===== src/bfp_pkg.sv =====
package bfp_pkg;

  // lane count and bus packing.
  localparam int NUM_LANES      = 32;                 // fp32 lanes per block.
  localparam int CODES_PER_WORD = 4;                  // 8-bit codes per bus word.
  localparam int NUM_CODE_WORDS = NUM_LANES / CODES_PER_WORD;
  localparam int LANE_IDX_W     = $clog2(NUM_LANES);  // also the depth of the max tree.
  localparam int CODE_IDX_W     = $clog2(NUM_CODE_WORDS);

  // word address width of the slave.
  localparam int ADR_W = 6;

  // register map, word addresses.
  localparam logic [ADR_W-1:0] LANE_BASE  = 6'd0;   // lanes 0..31, read/write.
  localparam logic [ADR_W-1:0] SHEXP_ADDR = 6'd32;  // shared exponent, read only.
  localparam logic [ADR_W-1:0] CODE_BASE  = 6'd33;  // code words 33..40, read only.

  // shared exponent sits this far below the largest lane exponent.
  localparam logic [7:0] EXP_BIAS_SHIFT = 8'd15;

  // ieee single precision lane.
  typedef struct packed {
    logic        sign;
    logic [7:0]  exp;   // biased.
    logic [22:0] frac;
  } fp32_t;

  // quantized lane, one byte.
  typedef struct packed {
    logic       sign;
    logic [3:0] exp;   // relative to the shared exponent.
    logic [2:0] man;   // top fraction bits, rounded.
  } code_t;

  // one bus word, raw or as four codes.
  // codes[0] is the low byte, the lowest lane of the group.
  typedef union packed {
    logic [31:0]                    raw;
    code_t [CODES_PER_WORD-1:0]     codes;
  } result_word_u;

  // wishbone classic, master to slave.
  typedef struct packed {
    logic             cyc;
    logic             stb;
    logic             we;
    logic [ADR_W-1:0] adr;  // word address.
    logic [31:0]      dat;  // write data.
  } wb_req_t;

  // wishbone classic, slave to master.
  typedef struct packed {
    logic        ack;
    logic [31:0] dat;  // read data, valid with ack.
  } wb_rsp_t;

endpackage


===== src/wb_lane_regs.sv =====
`timescale 1ns/1ps

module wb_lane_regs (
  input  logic                  clk_i,
  input  logic                  rst_n_i,
  input  bfp_pkg::wb_req_t      wb_req_i,
  output bfp_pkg::wb_rsp_t      wb_rsp_o,
  output bfp_pkg::fp32_t        lanes_o [bfp_pkg::NUM_LANES],
  input  logic [7:0]            shared_exp_i,
  input  bfp_pkg::code_t        codes_i [bfp_pkg::NUM_LANES]
);

  logic                          ack_q;     // single cycle ack.
  logic                          accept;    // new request seen this cycle.
  logic [bfp_pkg::ADR_W-1:0]     lane_off;  // address relative to the lane window.
  logic [bfp_pkg::ADR_W-1:0]     code_off;  // address relative to the code window.
  logic                          lane_hit;
  logic                          shexp_hit;
  logic                          code_hit;
  bfp_pkg::fp32_t                lanes_q [bfp_pkg::NUM_LANES];
  logic [7:0]                    shexp_q;   // captured shared exponent.
  bfp_pkg::code_t                codes_q [bfp_pkg::NUM_LANES];
  bfp_pkg::result_word_u         code_words [bfp_pkg::NUM_CODE_WORDS];
  logic [31:0]                   rd_word;   // read mux output.
  logic [31:0]                   rd_dat_q;  // read data held through ack.

  // a request is taken once, in the cycle before its ack.
  assign accept = wb_req_i.cyc & wb_req_i.stb & ~ack_q;

  // window decode by offset, so an address below a base wraps high and misses.
  assign lane_off  = wb_req_i.adr - bfp_pkg::LANE_BASE;
  assign code_off  = wb_req_i.adr - bfp_pkg::CODE_BASE;
  assign lane_hit  = (lane_off[bfp_pkg::ADR_W-1:bfp_pkg::LANE_IDX_W] == '0);  // 32 words.
  assign code_hit  = (code_off[bfp_pkg::ADR_W-1:bfp_pkg::CODE_IDX_W] == '0);  // 8 words.
  assign shexp_hit = (wb_req_i.adr == bfp_pkg::SHEXP_ADDR);

  // ack goes high for exactly one cycle per request.
  always_ff @(posedge clk_i) begin
    if (!rst_n_i) begin
      ack_q <= 1'b0;
    end else begin
      ack_q <= accept;
    end
  end

  // lane file, written at the edge that raises ack.
  always_ff @(posedge clk_i) begin
    if (!rst_n_i) begin
      for (int i = 0; i < bfp_pkg::NUM_LANES; i++) begin
        lanes_q[i] <= '0;
      end
    end else if (accept && wb_req_i.we && lane_hit) begin
      lanes_q[lane_off[bfp_pkg::LANE_IDX_W-1:0]] <= wb_req_i.dat;  // full word only.
    end
  end

  // results are sampled every clock.
  // they settle one edge after any lane write, and two edges into reset.
  always_ff @(posedge clk_i) begin
    shexp_q <= shared_exp_i;
    codes_q <= codes_i;
  end

  // four consecutive lanes per word, lowest lane in the low byte.
  for (genvar w = 0; w < bfp_pkg::NUM_CODE_WORDS; w++) begin : g_word
    for (genvar j = 0; j < bfp_pkg::CODES_PER_WORD; j++) begin : g_code
      assign code_words[w].codes[j] = codes_q[w*bfp_pkg::CODES_PER_WORD + j];
    end
  end

  // read mux.
  always_comb begin
    rd_word = '0;  // unmapped reads give zero.
    if (lane_hit) begin
      rd_word = lanes_q[lane_off[bfp_pkg::LANE_IDX_W-1:0]];
    end else if (shexp_hit) begin
      rd_word[7:0] = shexp_q;  // zero extended.
    end else if (code_hit) begin
      rd_word = code_words[code_off[bfp_pkg::CODE_IDX_W-1:0]].raw;
    end
  end

  // read data is sampled with the request and held while ack is high.
  always_ff @(posedge clk_i) begin
    if (accept) begin
      rd_dat_q <= rd_word;
    end
  end

  assign wb_rsp_o.ack = ack_q;
  assign wb_rsp_o.dat = rd_dat_q;
  assign lanes_o      = lanes_q;  // feeds the exponent tree and encoders.

endmodule


===== src/shared_exp_calc.sv =====
`timescale 1ns/1ps

module shared_exp_calc (
  input  bfp_pkg::fp32_t lanes_i [bfp_pkg::NUM_LANES],
  output logic [7:0]     shared_exp_o
);

  logic [7:0] max_exp;  // largest biased exponent over all lanes.

  // pairwise max tree.
  // level 0 holds the 32 lane exponents, each later level halves the count.
  // level LANE_IDX_W is the single survivor.
  for (genvar l = 0; l <= bfp_pkg::LANE_IDX_W; l++) begin : g_lvl
    logic [7:0] node [bfp_pkg::NUM_LANES >> l];  // survivors at this level.

    if (l == 0) begin : g_leaf
      // only the exponent field takes part.
      for (genvar i = 0; i < bfp_pkg::NUM_LANES; i++) begin : g_in
        assign node[i] = lanes_i[i].exp;
      end
    end else begin : g_max
      for (genvar i = 0; i < (bfp_pkg::NUM_LANES >> l); i++) begin : g_cmp
        // ties keep the left input.
        assign node[i] = (g_lvl[l-1].node[2*i] >= g_lvl[l-1].node[2*i+1]) ?
                         g_lvl[l-1].node[2*i] : g_lvl[l-1].node[2*i+1];
      end
    end
  end

  assign max_exp = g_lvl[bfp_pkg::LANE_IDX_W].node[0];

  // max minus 15, clamped at zero for small blocks.
  // a max of 15 or less gives zero, 16 gives one.
  assign shared_exp_o = (max_exp > bfp_pkg::EXP_BIAS_SHIFT) ?
                        (max_exp - bfp_pkg::EXP_BIAS_SHIFT) : 8'd0;

endmodule


===== src/lane_quantizer.sv =====
`timescale 1ns/1ps

module lane_quantizer (
  input  bfp_pkg::fp32_t lane_i,
  input  logic [7:0]     shared_exp_i,
  output bfp_pkg::code_t code_o
);

  logic       flush;     // magnitude too small for the block.
  logic [3:0] exp_diff;  // local exponent, at most 15 when not flushed.
  logic [3:0] man_sum;   // rounded mantissa with carry bit.

  // zero or denormal lanes flush, as do lanes under the shared exponent.
  assign flush = (lane_i.exp == 8'd0) || (lane_i.exp < shared_exp_i);

  // shared exponent is max minus 15, so the difference fits four bits.
  assign exp_diff = 4'(lane_i.exp - shared_exp_i);

  // round half up on the fourth fraction bit.
  assign man_sum = {1'b0, lane_i.frac[22:20]} + {3'b000, lane_i.frac[19]};

  always_comb begin
    code_o.sign = lane_i.sign;  // sign kept even when flushed.
    if (flush) begin
      code_o.exp = 4'd0;
      code_o.man = 3'd0;
    end else begin
      code_o.exp = exp_diff;
      // overflow pins at seven, no carry into the exponent.
      code_o.man = man_sum[3] ? 3'd7 : man_sum[2:0];
    end
  end

endmodule


===== src/bfp_quant_top.sv =====
`timescale 1ns/1ps

module bfp_quant_top (
  input  logic              clk_i,
  input  logic              rst_n_i,
  input  bfp_pkg::wb_req_t  wb_req_i,
  output bfp_pkg::wb_rsp_t  wb_rsp_o
);

  bfp_pkg::fp32_t lanes [bfp_pkg::NUM_LANES];  // registered lane file.
  logic [7:0]     shared_exp;                  // combinational, from the tree.
  bfp_pkg::code_t codes [bfp_pkg::NUM_LANES];  // combinational, one per lane.

  // bus slave, lane file and result capture.
  wb_lane_regs i_wb_lane_regs (
    .clk_i        (clk_i),
    .rst_n_i      (rst_n_i),
    .wb_req_i     (wb_req_i),
    .wb_rsp_o     (wb_rsp_o),
    .lanes_o      (lanes),
    .shared_exp_i (shared_exp),
    .codes_i      (codes)
  );

  // max exponent tree.
  shared_exp_calc i_shared_exp_calc (
    .lanes_i      (lanes),
    .shared_exp_o (shared_exp)
  );

  // one encoder per lane, all against the same shared exponent.
  for (genvar i = 0; i < bfp_pkg::NUM_LANES; i++) begin : g_lane
    lane_quantizer i_lane_quantizer (
      .lane_i       (lanes[i]),
      .shared_exp_i (shared_exp),
      .code_o       (codes[i])
    );
  end

endmodule


===== config.mk =====
export PLATFORM = sky130hd
export DESIGN_NAME = bfp_quant_top
export DESIGN_NICKNAME = d
export VERILOG_FILES = /design/src/bfp_pkg.sv /design/src/wb_lane_regs.sv /design/src/shared_exp_calc.sv /design/src/lane_quantizer.sv /design/src/bfp_quant_top.sv
export SDC_FILE = /design/constraint.sdc
export NUM_CORES = 2
export LEC_CHECK = 0
export BUFFER_PORTS_ARGS = -buffer_cell sky130_fd_sc_hd__buf_2
export CAP_MARGIN = 30
export CORE_MARGIN = 5
export CORE_UTILIZATION = 57
export CTS_CLUSTER_DIAMETER = 100
export DETAILED_ROUTE_END_ITERATION = 8
export GPL_ROUTABILITY_DRIVEN = 0
export PLACE_DENSITY = 0.73
export SLEW_MARGIN = 20
export SYNTH_ARGS = -nofsm -noshare
export SYNTH_HDL_FRONTEND = slang
export SYNTH_HIERARCHICAL = 1
export SYNTH_SLANG_ARGS = --single-unit

===== constraint.sdc =====
create_clock -name clk_i -period 14.34 [get_ports clk_i]
set_input_delay 2.868 -clock clk_i [delete_from_list [all_inputs] [get_ports clk_i]]
set_output_delay 2.868 -clock clk_i [all_outputs]
set_load 0.05 [all_outputs]

==> Flow_metrics.wiki <==
{| class="wikitable"
! Metric !! Value
|-
| Crit path capture type || register
|-
| Aggregate global routing overflow || 0
|-
| Post-CTS setup-driven buffer insertion count || 0
|-
| Leakage power summed over all cells || 30.0 nW
|-
| Count of endpoints failing setup in the final report || 0
|-
| EDFF count, synth || 32
|-
| Gate count after technology mapping || about 9.0k
|-
| Highest fanout seen on the critical path || 25
|-
| Height of the die || 375 microns
|-
| Total area of multi-input combinational cells || 44600 sq um
|-
| Period Utilization, post-route || 0.950
|-
| Delay contributed by the slowest stage of the critical path || 0.98 ns
|-
| Rel. slew slack || 0.238
|-
| Sinks on the clock net || 1321
|-
| CTS tree || built
|-
| Primary FF master, synth || dfxtp_1
|-
| Number of H-tree branching levels || 4
|-
| Net switching power || 0.00267 W
|-
| Layout cell share with drive strength beyond 1 || 0.106
|-
| Final Max Tran Viols || 0
|-
| Vias || slightly below 70k
|-
| Cts repair resizes || 0
|-
| Post-route DRC violation count || 0
|-
| Total number of placement rows || between 100 and 150
|-
| Main area contributors after synthesis || dfxtp_1 (34%), nand2_1 (11%), ha_1 (9.4%)
|-
| Pre-Repair DR Iteration Count || 6
|-
| Final net count || 9357
|-
| Aggregate global-route resource usage || 0.364
|-
| Unrepaired setup endpoints after global routing || no
|-
| Area Growth Syn to Fin || 8.15%
|-
| Worst slew pin tran || 1.14 ns
|-
| Wirelength, routed || 266000 microns
|-
| Combinational power share || 0.182
|-
| Max rail drop VDD || 95.5 uV
|-
| Vias per std cell || 6.38
|-
| Data arrival time at the worst-slack endpoint || 14.29 ns
|-
| Final total negative setup slack || 0 ns
|-
| Library cell contributing the largest single delay on the critical path || a32o_2
|-
| WP data required || 15.00 ns
|-
| Initial standard-cell utilization of the core || 0.576
|-
| Mean routed wirelength per cell || 25.1 microns
|-
| Worst-path clk slew || 0.06 ns
|-
| Kind of critical path || register to register
|-
| Internal power summed over all cells || 0.00661 W
|-
| Final core area utilization || 0.623
|-
| Hold Buf Count CTS || 0
|-
| Synthesis-stage register bit count || approximately 1.3k
|-
| Total core area || about 130000 sq um
|-
| Period minus WS final || 13.62 ns
|-
| Upper clock frequency limit || 73.4 MHz
|-
| I/O Pins || 76
|-
| Top cell type's share of synthesized area || 0.340
|-
| Area taken by flip-flops and latches || 26800 sq um
|-
| Sequential cell fraction of total power || 0.400
|-
| Pin count of the biggest net entering global routing || 243
|-
| Kind of start point of the critical path || register
|-
| Average instance area after synthesis || 8.46 sq um
|-
| DP HPWL || ~180000 microns
|-
| Violation count after the first detailed-routing iteration || 8825
|-
| Most frequent cells in the layout || nand2_1 (2321), dfxtp_1 (1289), a21boi_0 (809)
|-
| Cell type with the largest total area after synthesis || dfxtp_1
|-
| Cell area after synthesis || 75900 sq um
|-
| Number of maximum-capacitance constraint violations || 0
|-
| Overall power after layout || 0.00928 W
|-
| Via count of the first global-routing pass || around 63k
|-
| Clock network latency to the later pin of the worst-skew pair || 0.81 ns
|-
| TritonCTS Buffers || 145
|-
| Switching share of power || 0.287
|-
| Filler cell count || around 11k
|-
| Fraction of registers with async set/reset || 0
|-
| Cell area after placement || 77000 sq um
|-
| Global-route wire length before repair || 395000 microns
|-
| Top cell by count, worst path || ha_1
|-
| Number of nets with antenna violations after detailed routing || 0
|-
| Buffer cell driving the clock tree root || clkbuf_16
|-
| Initial antenna violation count || 23
|-
| Kind of path behind the tightest hold check || register to register
|-
| Clock tree skew after final layout || between 0.04 and 0.05 ns
|-
| Hold violation count in the final report || 0
|-
| Area of the die || 141000 sq um
|-
| Power density relative to cell area || 113 nW/um^2
|-
| Worst Slack Setup Final || 0.717 ns
|-
| Nets in the synthesized netlist || roughly 9.6k
|-
| Number of distinct library cell variants in the gate-level netlist after synthesis || 100
|-
| Maximum number of buffers from clock root to sink || 3
|-
| Clock network fraction of design power || 0.418
|-
| Final instance area || 82000 sq um
|-
| Most common library cell in the layout ignoring fill and taps || nand2_1
|-
| Result of the run || complete, no violations
|-
| Setup slack at placement || 1.21 ns
|-
| Count of input and output buffers || between 70 and 80
|-
| Warnings from Yosys || 6
|-
| Die X || ~370 microns
|-
| Sequential element share of the synthesized area || 0.353
|}
[per-stage QoR]
| step | instances | hold slack (ns) |
|---|---|---|
| 2_1_floorplan | 8966 | 0.430 |
| 3_5_place_dp | 10300 | 0.358 |
| 3_3_place_gp | 10300 | 0.354 |
| 5_1_grt | 10600 | 0.369 |
| 4_1_cts | 10600 | 0.355 |
| 6_report | 10600 | 0.356 |
[cell usage after synthesis (8+ instances only)]
| cell | instances |
|---|---|
| nand2_1 | 2324 |
| clkbuf_1 | 357 |
| o21ai_0 | 211 |
| nor3_2 | 37 |
| a2111oi_2 | 36 |
| a31oi_1 | 82 |
| nand2b_1 | 54 |
| o22ai_1 | 62 |
| fa_1 | 32 |
| mux4_2 | 168 |
| dfxtp_1 | 1289 |
| xor2_1 | 33 |
| or2_2 | 40 |
| a21boi_1 | 221 |
| mux2_2 | 98 |
| o21a_1 | 27 |
| nor2b_1 | 15 |
| buf_2 | 169 |
| o21ai_2 | 35 |
| and3_1 | 47 |
| a211oi_1 | 48 |
| nor3_1 | 12 |
| nor4_1 | 91 |
| nand4_1 | 11 |
| nor2_1 | 429 |
| a21boi_0 | 809 |
| a32oi_1 | 26 |
| inv_1 | 528 |
| a2111oi_0 | 12 |
| a21o_1 | 37 |
| a22oi_1 | 67 |
| mux2i_1 | 339 |
| nand3_1 | 82 |
| o211ai_1 | 38 |
| buf_4 | 63 |
| a21oi_1 | 258 |
| and2_1 | 37 |
| edfxtp_1 | 32 |
| and4_1 | 8 |
| ha_1 | 569 |
[layer usage]
layer,global-route usage,part of all wire
met1,0.477,0.38
met3,0.0995,0.13
met4,0.199,0.063
met2,0.547,0.43
met5,0,0.00026
[sequential cells by signal, indices dropped and copies added (netlist names)]
| register | flops |
|---|---|
| i_wb_lane_regs/ack_q | 1 |
| i_wb_lane_regs/rd_dat_q | 32 |
| i_wb_lane_regs/lanes_o | 1024 |
| i_wb_lane_regs/code_words | 256 |
| i_wb_lane_regs/shexp_q | 8 |
[power groups by stage]
stage               clock network, W  registers (W)  logic [W]
floorplan                          0        0.00380    0.00120
global placement                   0        0.00379    0.00159
detailed placement                 0        0.00379    0.00163
CTS                          0.00390        0.00371    0.00165
global route                 0.00406        0.00371    0.00181
finish                       0.00388        0.00371    0.00169
[path summary, 6_finish.rpt]
kind | startpoint | endpoint | slack (ns) | cells past startpoint
min reg2reg | i_wb_lane_regs/lanes_o[319]$_SDFFE_PN0P_ | i_wb_lane_regs/code_words[87]$_DFF_P_ | 0.36 | 0
min | i_wb_lane_regs/lanes_o[319]$_SDFFE_PN0P_ | i_wb_lane_regs/code_words[87]$_DFF_P_ | 0.36 | 0
max | i_wb_lane_regs/lanes_o[631]$_SDFFE_PN0P_ | i_wb_lane_regs/code_words[118]$_DFF_P_ | 0.72 | 47
max reg2reg | i_wb_lane_regs/lanes_o[631]$_SDFFE_PN0P_ | i_wb_lane_regs/code_words[118]$_DFF_P_ | 0.72 | 47
[area by class of cell]
cell class              count  share of cell area
diodes                      9            0.000274
clock buffers             214              0.0524
clock inverters            51             0.00817
inverters                 530              0.0242
multi-input cells        6514               0.544
flip-flops and latches   1321               0.326
well taps                1755              0.0268
repair buffers            201              0.0181
[logic make-up (layout without fill, tap and decap cells)]
family | after synthesis | after routing | synth area share
AOI/OAI and AO/OA | 2052 | 2052 | 0.192
xor gates and xnor gates | 33 | 33 | 0.00381
adders and majority gates | 601 | 601 | 0.102
buffers and inverters | 1131 | 996 | 0.0626
DFF | 1321 | 1321 | 0.353
muxes | 608 | 608 | 0.110
other | 0 | 9 | 0
and+or+nand+nor | 3220 | 3220 | 0.176
[worst max-delay path, delay by kind of cell, from the launching register on]
family          cells  cell delay [ns]
compound gates     28             8.64
fa+ha+maj           6             1.82
simple gates        7             1.30
buf+inv             5             0.79
flops               1             0.56
mux                 1             0.39
Note: power is estimated with default switching activity, not from simulation.
